`src/rtl/game_pkg.sv`:
```
`default_nettype none

package game_pkg;

    // one raster position and the pixel drawn there
    // field order follows the bus layout used across the display chain
    typedef struct packed {
        logic [10:0] vcount;
        logic        vsync;
        logic        vblnk;
        logic [10:0] hcount;
        logic        hsync;
        logic        hblnk;
        logic [11:0] rgb;
    } vga_sig_t;

    // screens in the order the handshake walks through them
    typedef enum logic [1:0] {
        START   = 2'd0,
        LEVEL_1 = 2'd1,
        FINISH  = 2'd2
    } game_state_t;

    // 4:4:4 colours, r in the top nibble
    // start menu
    localparam logic [11:0] COL_MENU_BG = 12'h115;
    localparam logic [11:0] COL_BUTTON  = 12'hfa0;

    // level
    localparam logic [11:0] COL_SKY     = 12'h6af;
    localparam logic [11:0] COL_FLOOR   = 12'h740;
    localparam logic [11:0] COL_PLAYER  = 12'hf00;

    // finish checkerboard
    localparam logic [11:0] COL_CHECK_A = 12'hfff;
    localparam logic [11:0] COL_CHECK_B = 12'h000;

endpackage

`default_nettype wire
```
`src/rtl/game_top.sv`:
```
`timescale 1ns/10ps
`default_nettype none

module game_top import game_pkg::*; #(
    parameter int H_ACTIVE    = 800,
    parameter int H_FP        = 40,
    parameter int H_SYNC      = 128,
    parameter int H_BP        = 88,
    parameter int V_ACTIVE    = 600,
    parameter int V_FP        = 1,
    parameter int V_SYNC      = 4,
    parameter int V_BP        = 23,
    parameter int PLAYER_SIZE = 32,
    parameter int FLOOR_H     = 64,
    parameter int CHECK_LOG2  = 4
) (
    input  logic        clk_40,
    input  logic        rst,
    input  logic        state_req,
    output logic        state_ack,
    output game_state_t game_state,
    input  logic [11:0] xpos,
    input  logic [11:0] ypos,
    output vga_sig_t    vga_out
);

    // free running raster, rgb always zero here
    vga_sig_t raster;

    vga_timing #(
        .H_ACTIVE (H_ACTIVE),
        .H_FP     (H_FP),
        .H_SYNC   (H_SYNC),
        .H_BP     (H_BP),
        .V_ACTIVE (V_ACTIVE),
        .V_FP     (V_FP),
        .V_SYNC   (V_SYNC),
        .V_BP     (V_BP)
    ) u_vga_timing (
        .clk_40 (clk_40),
        .rst    (rst),
        .raster (raster)
    );

    game_fsm u_game_fsm (
        .clk_40     (clk_40),
        .rst        (rst),
        .state_req  (state_req),
        .state_ack  (state_ack),
        .game_state (game_state)
    );

    // raster to vga_out is two cycles through renderer and selector
    screen_select #(
        .H_ACTIVE    (H_ACTIVE),
        .V_ACTIVE    (V_ACTIVE),
        .PLAYER_SIZE (PLAYER_SIZE),
        .FLOOR_H     (FLOOR_H),
        .CHECK_LOG2  (CHECK_LOG2)
    ) u_screen_select (
        .clk_40     (clk_40),
        .rst        (rst),
        .game_state (game_state),
        .xpos       (xpos),
        .ypos       (ypos),
        .vga_in     (raster),
        .vga_out    (vga_out)
    );

endmodule

`default_nettype wire

```
`src/rtl/screen_select.sv`:
```
`timescale 1ns/10ps
`default_nettype none

module screen_select import game_pkg::*; #(
    parameter int H_ACTIVE    = 800,
    parameter int V_ACTIVE    = 600,
    parameter int PLAYER_SIZE = 32,
    parameter int FLOOR_H     = 64,
    parameter int CHECK_LOG2  = 4
) (
    input  logic        clk_40,
    input  logic        rst,
    input  game_state_t game_state,
    input  logic [11:0] xpos,
    input  logic [11:0] ypos,
    input  vga_sig_t    vga_in,
    output vga_sig_t    vga_out
);

    // renderer outputs, all one stage behind vga_in
    vga_sig_t menu_pix;
    vga_sig_t level_pix;
    vga_sig_t finish_pix;
    vga_sig_t sel_pix;

    start_screen #(
        .H_ACTIVE (H_ACTIVE),
        .V_ACTIVE (V_ACTIVE)
    ) u_start_screen (
        .clk_40  (clk_40),
        .rst     (rst),
        .vga_in  (vga_in),
        .vga_out (menu_pix)
    );

    level_screen #(
        .H_ACTIVE    (H_ACTIVE),
        .V_ACTIVE    (V_ACTIVE),
        .PLAYER_SIZE (PLAYER_SIZE),
        .FLOOR_H     (FLOOR_H)
    ) u_level_screen (
        .clk_40  (clk_40),
        .rst     (rst),
        .vga_in  (vga_in),
        .vga_out (level_pix),
        .xpos    (xpos),
        .ypos    (ypos)
    );

    finish_screen #(
        .CHECK_LOG2 (CHECK_LOG2)
    ) u_finish_screen (
        .clk_40  (clk_40),
        .rst     (rst),
        .vga_in  (vga_in),
        .vga_out (finish_pix)
    );

    // whole records are switched so timing and colour never mix
    always_comb begin
        case (game_state)
            START:   sel_pix = menu_pix;
            LEVEL_1: sel_pix = level_pix;
            FINISH:  sel_pix = finish_pix;
            default: sel_pix = menu_pix;
        endcase
    end

    // state change shows up one cycle after it happens
    always_ff @(posedge clk_40) begin
        if (rst) begin
            vga_out <= '0;
        end else begin
            vga_out <= sel_pix;
        end
    end

endmodule

`default_nettype wire

```
`src/rtl/finish_screen.sv`:
```
`timescale 1ns/10ps
`default_nettype none

module finish_screen import game_pkg::*; #(
    parameter int CHECK_LOG2 = 4
) (
    input  logic     clk_40,
    input  logic     rst,
    input  vga_sig_t vga_in,
    output vga_sig_t vga_out
);

    logic     col_bit;
    logic     row_bit;
    vga_sig_t pix_nxt;

    // cell index parity along each axis, cells are 2**CHECK_LOG2 wide
    assign col_bit = vga_in.hcount[CHECK_LOG2];
    assign row_bit = vga_in.vcount[CHECK_LOG2];

    always_comb begin
        pix_nxt = vga_in;
        if (vga_in.hblnk || vga_in.vblnk) begin
            pix_nxt.rgb = 12'h000;
        end else if (col_bit ^ row_bit) begin
            // odd cells light
            pix_nxt.rgb = COL_CHECK_A;
        end else begin
            pix_nxt.rgb = COL_CHECK_B;
        end
    end

    always_ff @(posedge clk_40) begin
        if (rst) begin
            vga_out <= '0;
        end else begin
            vga_out <= pix_nxt;
        end
    end

endmodule

`default_nettype wire

```
`src/rtl/level_screen.sv`:
```
`timescale 1ns/10ps
`default_nettype none

module level_screen import game_pkg::*; #(
    parameter int H_ACTIVE    = 800,
    parameter int V_ACTIVE    = 600,
    parameter int PLAYER_SIZE = 32,
    parameter int FLOOR_H     = 64
) (
    input  logic        clk_40,
    input  logic        rst,
    input  vga_sig_t    vga_in,
    output vga_sig_t    vga_out,
    input  logic [11:0] xpos,
    input  logic [11:0] ypos
);

    // first line of the floor band
    localparam int FLOOR_TOP = V_ACTIVE - FLOOR_H;

    logic [12:0] hpos;
    logic [12:0] vpos;
    logic [12:0] x_end;
    logic [12:0] y_end;
    logic        in_player;
    logic        in_floor;
    logic        blank;
    vga_sig_t    pix_nxt;

    // one extra bit so a square near the right or bottom edge
    // cannot wrap its far corner back to zero
    assign hpos  = {2'b00, vga_in.hcount};
    assign vpos  = {2'b00, vga_in.vcount};
    assign x_end = {1'b0, xpos} + 13'(PLAYER_SIZE);
    assign y_end = {1'b0, ypos} + 13'(PLAYER_SIZE);

    // square from xpos,ypos up to but not including the far edge
    assign in_player = (hpos >= {1'b0, xpos}) && (hpos < x_end)
                    && (vpos >= {1'b0, ypos}) && (vpos < y_end);

    assign in_floor = (vga_in.vcount >= 11'(FLOOR_TOP));
    assign blank    = vga_in.hblnk || vga_in.vblnk;

    // hidden wider than the visible area but only drawn while active
    always_comb begin
        pix_nxt = vga_in;
        if (blank) begin
            pix_nxt.rgb = 12'h000;
        end else if (in_player) begin
            // player is drawn over sky and floor alike
            pix_nxt.rgb = COL_PLAYER;
        end else if (in_floor) begin
            pix_nxt.rgb = COL_FLOOR;
        end else begin
            pix_nxt.rgb = COL_SKY;
        end
    end

    // xpos and ypos come from the same clock domain and are sampled here directly
    always_ff @(posedge clk_40) begin
        if (rst) begin
            vga_out <= '0;
        end else begin
            vga_out <= pix_nxt;
        end
    end

endmodule

`default_nettype wire

```
`src/rtl/start_screen.sv`:
```
`timescale 1ns/10ps
`default_nettype none

module start_screen import game_pkg::*; #(
    parameter int H_ACTIVE = 800,
    parameter int V_ACTIVE = 600
) (
    input  logic     clk_40,
    input  logic     rst,
    input  vga_sig_t vga_in,
    output vga_sig_t vga_out
);

    // button occupies the middle half across and the middle third down
    localparam int BTN_X0 = H_ACTIVE / 4;
    localparam int BTN_X1 = (3 * H_ACTIVE) / 4;
    localparam int BTN_Y0 = V_ACTIVE / 3;
    localparam int BTN_Y1 = (2 * V_ACTIVE) / 3;

    logic     in_button;
    vga_sig_t pix_nxt;

    assign in_button = (vga_in.hcount >= 11'(BTN_X0)) && (vga_in.hcount < 11'(BTN_X1))
                    && (vga_in.vcount >= 11'(BTN_Y0)) && (vga_in.vcount < 11'(BTN_Y1));

    always_comb begin
        // timing fields ride along untouched
        pix_nxt = vga_in;
        if (vga_in.hblnk || vga_in.vblnk) begin
            // black outside the visible area
            pix_nxt.rgb = 12'h000;
        end else if (in_button) begin
            pix_nxt.rgb = COL_BUTTON;
        end else begin
            pix_nxt.rgb = COL_MENU_BG;
        end
    end

    // single stage keeps rgb aligned with its own counts
    always_ff @(posedge clk_40) begin
        if (rst) begin
            vga_out <= '0;
        end else begin
            vga_out <= pix_nxt;
        end
    end

endmodule

`default_nettype wire

```
`src/rtl/game_fsm.sv`:
```
`timescale 1ns/10ps
`default_nettype none

module game_fsm import game_pkg::*; (
    input  logic        clk_40,
    input  logic        rst,
    input  logic        state_req,
    output logic        state_ack,
    output game_state_t game_state
);

    game_state_t state_nxt;

    // fixed screen order, wraps back to the menu
    always_comb begin
        case (game_state)
            START:   state_nxt = LEVEL_1;
            LEVEL_1: state_nxt = FINISH;
            FINISH:  state_nxt = START;
            default: state_nxt = START;
        endcase
    end

    // four-phase responder
    // idle      ack low, waiting for req
    // accepted  req seen high, state steps and ack rises together
    // release   ack held until req drops, then ack falls
    always_ff @(posedge clk_40) begin
        if (rst) begin
            game_state <= START;
            state_ack  <= 1'b0;
        end else begin
            if (!state_ack && state_req) begin
                // one step per handshake
                game_state <= state_nxt;
                state_ack  <= 1'b1;
            end else if (state_ack && !state_req) begin
                state_ack  <= 1'b0;
            end
            // a req still high after ack falls is a fresh request only
            // once it has been seen low, which the ack phase guarantees
        end
    end

endmodule

`default_nettype wire

```
`src/rtl/vga_timing.sv`:
```
`timescale 1ns/10ps
`default_nettype none

module vga_timing import game_pkg::*; #(
    parameter int H_ACTIVE = 800,
    parameter int H_FP     = 40,
    parameter int H_SYNC   = 128,
    parameter int H_BP     = 88,
    parameter int V_ACTIVE = 600,
    parameter int V_FP     = 1,
    parameter int V_SYNC   = 4,
    parameter int V_BP     = 23
) (
    input  logic     clk_40,
    input  logic     rst,
    output vga_sig_t raster
);

    // full line and frame lengths
    localparam int H_TOTAL = H_ACTIVE + H_FP + H_SYNC + H_BP;
    localparam int V_TOTAL = V_ACTIVE + V_FP + V_SYNC + V_BP;

    // sync pulse windows, start inclusive and end exclusive
    localparam int H_SYNC_START = H_ACTIVE + H_FP;
    localparam int H_SYNC_END   = H_SYNC_START + H_SYNC;
    localparam int V_SYNC_START = V_ACTIVE + V_FP;
    localparam int V_SYNC_END   = V_SYNC_START + V_SYNC;

    logic [10:0] h_next;
    logic [10:0] v_next;
    logic        h_wrap;
    vga_sig_t    raster_nxt;

    // the output register doubles as the counter pair
    assign h_wrap = (raster.hcount == 11'(H_TOTAL - 1));

    always_comb begin
        h_next = h_wrap ? 11'd0 : raster.hcount + 11'd1;
        v_next = raster.vcount;
        // new line only when the pixel counter rolls over
        if (h_wrap) begin
            if (raster.vcount == 11'(V_TOTAL - 1)) begin
                v_next = 11'd0;
            end else begin
                v_next = raster.vcount + 11'd1;
            end
        end
    end

    // flags are decoded from the next counts so that they land
    // in the same word as the counts they describe
    always_comb begin
        raster_nxt.hcount = h_next;
        raster_nxt.vcount = v_next;
        raster_nxt.hsync  = (h_next >= 11'(H_SYNC_START)) && (h_next < 11'(H_SYNC_END));
        raster_nxt.hblnk  = (h_next >= 11'(H_ACTIVE));
        raster_nxt.vsync  = (v_next >= 11'(V_SYNC_START)) && (v_next < 11'(V_SYNC_END));
        raster_nxt.vblnk  = (v_next >= 11'(V_ACTIVE));
        // timing carries no picture
        raster_nxt.rgb    = 12'h000;
    end

    always_ff @(posedge clk_40) begin
        if (rst) begin
            // position 0,0 lies in the active area, so all flags low
            raster <= '0;
        end else begin
            raster <= raster_nxt;
        end
    end

endmodule

`default_nettype wire

```
`config.mk`:
```
export PLATFORM = sky130hd
export DESIGN_NAME = game_top
export DESIGN_NICKNAME = d
export VERILOG_FILES = /design/src/rtl/game_pkg.sv /design/src/rtl/game_top.sv /design/src/rtl/screen_select.sv /design/src/rtl/finish_screen.sv /design/src/rtl/level_screen.sv /design/src/rtl/start_screen.sv /design/src/rtl/game_fsm.sv /design/src/rtl/vga_timing.sv
export SDC_FILE = /design/constraint.sdc
export NUM_CORES = 1
export LEC_CHECK = 0
export BUFFER_PORTS_ARGS = -buffer_cell sky130_fd_sc_hd__buf_4
export CORE_MARGIN = 2
export CORE_UTILIZATION = 45
export DETAILED_ROUTE_END_ITERATION = 16
export GPL_TIMING_DRIVEN = 1
export SLEW_MARGIN = 20
export SYNTH_ARGS = -nofsm -noshare
export SYNTH_HDL_FRONTEND = slang
export SYNTH_HIERARCHICAL = 1
export SYNTH_SLANG_ARGS = --single-unit
```
`constraint.sdc`:
```
create_clock -name clk_40 -period 2.7 [get_ports clk_40]
set_input_delay 0.405 -clock clk_40 [delete_from_list [all_inputs] [get_ports clk_40]]
set_output_delay 0.405 -clock clk_40 [all_outputs]
set_load 0.03 [all_outputs]
```
==> impl_metrics.toml, run 1 <==
[yosys]
syn_area_per_cell_um2 = 9.93
yosys_warnings = 6
netlist_instances = 726
syn_area_um2 = 7210

[pwr]
p_sw_uw = 1390
share_comb_of_total_power_pct = 12.9
internal-power_uw = 4040
power_density_nw_per_um2 = 655
p_seq_share_pct = 43.7
p_leak_uw = 0.00343
clock_power_share_pct = 43.4
ir_drop_mv = 0.364
power_uw = 5430
swShare_pct = 25.7

[cts]
cts_buffer_depth = 2
cts_sinks = 154
tritoncts = "built"
clk_latency_ps = 410
cts_hold_buf = 0
post_cts_buffers = 0
cts_root_buf = "clkbuf_16"
path_clk_slew_ps = 70
cts_resized = 0
cts-buffers-inserted = 17
htree_levels = 4

[place]
gp_congestion = 0.909
hpwlAfterDp_mm = 9.83
port_buffers = 67

[global_route]
antenna_found_initial = 0
first_global_vias = 4849
grt_pass1_wl_mm = 23.0
grt.overflow.total = 0
track_usage_pct = 17.0
grt_max_degree = 54

[setup_path]
crit_required_ps = 3060
crit_chain = "ha_1 > and4_1 > nand3_2 > nor3_1 > xnor2_1 > nand3_1 > nor4_2 > and2_1"
max_stage_delay_ps = 430
path_buf_inv = 0
crit_family = "simple AND/OR/NAND/NOR gates"
cp_max_fo = 8
r2r_slack_ps = 290
timing.critical_path.arrival_ps = 2760
slowest_stage = "dfxtp_1"
cp-start-kind = "register"
end_kind = "register"
worstSetupPathType = "reg2reg"

[routing]
wl_per_cell_um = 14.0
first_pass_iters = 4
dr.first_iter.drc_count = 333
ant_nets = 0
viasPerCell = 5.10
routed_wl_mm = 14.0
drc = 0
vias = 5094

[sta]
rsz0062_at_grt = "false"
skew_ps = 12.1
drv_slew = 0
finalHoldViolCount = 0
slew_headroom_pct = 61.7
finalCritPeriodShare_pct = 89.2
setup_tns_ps = 0
setup_violations = 0
fin_crit_ps = 2410
fmax_mhz = 415
worst_pin_slew_ps = 574

[min_path]
worstHoldPathType = "in2reg"

[die]
fp.dieH_um = 131
start_util_pct = 45.7
std_cell_rows = 46
io-pin-count = 68
core_area_um2 = 15800
die_area_um2 = 17100
die_w_um = 131

[outcome]
status = "complete, no violations"

[job]
cap_violations = 0

[final_layout]
diodes = 0
area_growth_pct = 15.0
fin_nets = 838
layout-drive-gt1-share_pct = 22.6
[cells in the final DEF (no fill, tap or decap), types with 4 or more instances in the layout]
cell type,n
a211oi_1,5
a21oi_1,23
a221oi_1,18
a221oi_2,20
and2b_1,4
and3_1,7
buf_4,85
clkbuf_16,17
conb_1,4
dfxtp_1,154
ha_1,39
inv_1,33
inv_6,5
nand2_1,24
nand2b_1,4
nand3_1,20
nand3b_1,4
nand4_1,10
nor2_1,41
nor2b_1,110
nor3_1,29
nor3_2,20
o211ai_1,5
o21ai_0,6
or3_1,4
xnor2_1,17
xor2_1,8
[worst paths after layout]
check,startpoint,to,depth (start not counted)
hold reg to reg,u_screen_select/u_start_screen/vga_out[29],u_screen_select/vga_out[29],2
setup reg to reg,u_vga_timing/raster[15],u_vga_timing/raster[26],8
setup / recovery,u_vga_timing/raster[15],u_vga_timing/raster[26],8
hold / removal,state_req,u_game_fsm/state_ack,4
[stage by stage]
stage               std cells  setup WS [ps]  hold WS (ps)  util, %  cell area, um^2
finish                    999            292           392     52.6             8300
global placement          967            281           453     48.8             7700
CTS                       999            322           383     52.6             8300
global route              999            143           443     52.6             8300
floorplan                 728            514           440        -             7220
detailed placement        967            219           455     48.8             7700
[area by class of cell]
class / count / area, um^2
Fill cell: 1423 / 7470
Multi-Input combinational cell: 478 / 3560
Sequential cell: 154 / 3080
Timing Repair Buffer: 86 / 658
Clock buffer: 18 / 439
Tap cell: 216 / 270
Clock inverter: 14 / 160
Inverter: 33 / 124
[worst min-delay path, stage by stage]
cell	delay, ps
buf_4	80
ha_1	130
mux2i_1	70
nor2_1	70
[metal layers]
layer  up-vias  track usage, %  routed length [um]
li1       2603               -                   -
met1      2367            22.5                6750
met2       106            27.7                6570
met3        18            3.58                 435
met4         0            5.69                 220
met5         -               0                   0
[registers in the layout, indices dropped and copies added, names as in the netlist]
register	flops
u_screen_select/vga_out	38
u_screen_select/u_level_screen/vga_out	31
u_screen_select/u_start_screen/vga_out	29
u_screen_select/u_finish_screen/vga_out	27
u_vga_timing/raster	26
u_game_fsm/game_state	2
u_game_fsm/state_ack	1
[power by group through the flow]
| stage | Clock [uW] | Sequential [uW] | Combinational [uW] |
|---|---|---|---|
| floorplan | 0 | 2540 | 411 |
| global placement | 0 | 2420 | 689 |
| detailed placement | 0 | 2430 | 703 |
| CTS | 2400 | 2380 | 705 |
| global route | 2500 | 2380 | 768 |
| finish | 2360 | 2380 | 699 |
Power figures use the tool's default switching activity.
==> run 2: changes to the inputs <==
--- a/config.mk
+++ b/config.mk
@@ -10,6 +10,7 @@
 export CORE_UTILIZATION = 45
 export DETAILED_ROUTE_END_ITERATION = 16
 export GPL_TIMING_DRIVEN = 1
+export REMOVE_ABC_BUFFERS = 1
 export SLEW_MARGIN = 20
 export SYNTH_ARGS = -nofsm -noshare
 export SYNTH_HDL_FRONTEND = slang
==> run 2 against run 1 <==
  * Core utilization grew 0.71 points
  * Maximum frequency is essentially flat
  * Sequential cell count is the same
  * Largest power group is now clock
  * Highest routed layer unchanged
==> impl_metrics.toml, run 2 (synthesis gave the netlist of run 1 again) <==
[outcome]
status = "complete, no violations"

[die]
io-pin-count = 68
die_w_um = 131
fp.dieH_um = 131
start_util_pct = 45.7
die_area_um2 = 17100
std_cell_rows = 46
core_area_um2 = 15800

[setup_path]
reg2reg_to = "u_vga_timing/raster[25]"
crit-reg2reg-launch = "u_vga_timing/raster[15]"
timing.critical_path.arrival_ps = 2720
worstRegToRegCells = 7
worstSetupPathType = "reg2reg"
cp_max_fo = 9
crit_required_ps = 3020
cp-start-kind = "register"
end_kind = "register"
worstSetupStartpoint = "u_vga_timing/raster[15]"
cp-endpoint = "u_vga_timing/raster[25]"
r2r_slack_ps = 290

[job]
cap_violations = 0

[sta]
setup_violations = 0
rsz0062_at_grt = "false"
drv_slew = 0
fin_crit_ps = 2410
finalHoldViolCount = 0
fmax_mhz = 415
skew_ps = 7.00
worst_pin_slew_ps = 606
finalCritPeriodShare_pct = 89.2
setup_tns_ps = 0
slew_headroom_pct = 59.6
fin_hold_ws_ps = 381

[place]
gp_congestion = 0.747
hpwlAfterDp_mm = 10.2
placed_cell_area_um2 = 7760
port_buffers = 67

[pwr]
p_leak_uw = 0.00350
power_uw = 5640
power_density_nw_per_um2 = 671
ir_drop_mv = 0.441

[global_route]
track_usage_pct = 17.7
first_global_vias = 4851
grt.overflow.total = 0
antenna_found_initial = 0
grt_max_degree = 48
grt_pass1_wl_mm = 23.6

[final_layout]
area_growth_pct = 16.6
regMostFlops = "u_screen_select/vga_out"
layout-drive-gt1-share_pct = 23.4
fin_nets = 847
fin_util_pct = 53.3
layout_common_cells = "154 x dfxtp_1, 110 x nor2b_1, 94 x buf_4, 41 x nor2_1, 39 x ha_1"
final_common_cell = "dfxtp_1"
diodes = 0
stdcell_area_um2 = 8410
largest_reg_flops = 38
fillers = 1450
top_regs = "u_screen_select/vga_out: 38 flops, u_screen_select/u_level_screen/vga_out: 31 flops, u_screen_select/u_start_screen/vga_out: 29 flops"

[routing]
ant_nets = 0
routed_wl_mm = 14.3
first_pass_iters = 5
wl_per_cell_um = 14.2
vias = 5198
drc = 0
viasPerCell = 5.16
dr.first_iter.drc_count = 337

[cts]
cts_resized = 0
cts_root_buf = "clkbuf_16"
clk_latency_ps = 420
tritoncts = "built"
path_clk_slew_ps = 60
cts_sinks = 154
cts-buffers-inserted = 17
cts_buffer_depth = 2
post_cts_buffers = 0
cts_hold_buf = 0
htree_levels = 4

[min_path]
worstHoldPathType = "in2reg"
-- run 2: worst max-delay path: stages, from the launching register on --
cell	delay (ps)
dfxtp_1	420
ha_1	300
and4_1	370
and3_1	400
o21ai_1	140
a22oi_2	270
o21ai_0	110
a211o_1	290
-- run 2: stage by stage --
step / setup WS (ps) / std cells
floorplan: 225 / 665
global placement: 235 / 976
finish: 292 / 1008
detailed placement: 182 / 976
CTS: 302 / 1008
global route: 103 / 1008
-- run 2: how the worst min path moves through the flow --
stage / to / slack (ps) / startpoint / cells past startpoint
3_5_place_dp: u_screen_select/u_finish_screen/vga_out[13] / 460 / u_vga_timing/raster[13] / 1
4_1_cts: u_game_fsm/state_ack / 380 / state_req / 4
6_report: u_game_fsm/state_ack / 380 / state_req / 4
3_3_place_gp: u_screen_select/vga_out[16] / 450 / u_screen_select/u_start_screen/vga_out[16] / 2
5_1_grt: u_game_fsm/state_ack / 390 / state_req / 4
2_1_floorplan: u_screen_select/u_finish_screen/vga_out[13] / 440 / u_vga_timing/raster[13] / 1
-- run 2: report_power, final --
part           switching, uW  total, uW  internal, uW
registers               30.5       2380          2340
logic                    415        706           291
clock network            948       2560          1610
total                   1390       5640          4250
-- run 2: routing by layer --
| layer | share of wire (%) | global-route usage [%] | wire length, um | up-vias |
|---|---|---|---|---|
| li1 | - | - | - | 2622 |
| met1 | 48 | 23.8 | 6910 | 2432 |
| met4 | 1.3 | 5.82 | 183 | 0 |
| met5 | 0 | 0 | 0 | - |
| met2 | 46 | 27.8 | 6570 | 127 |
| met3 | 4.6 | 4.48 | 652 | 17 |
-- run 2: cell type report --
class | count | area, um^2 | area share (%)
inverter | 33 | 124 | 1.47
sequential | 154 | 3080 | 36.7
multi-input combinational | 478 | 3560 | 42.4
timing repair buffer | 95 | 726 | 8.63
tap | 216 | 270 | 3.21
clock buffer | 20 | 457 | 5.43
clock inverter | 12 | 186 | 2.22
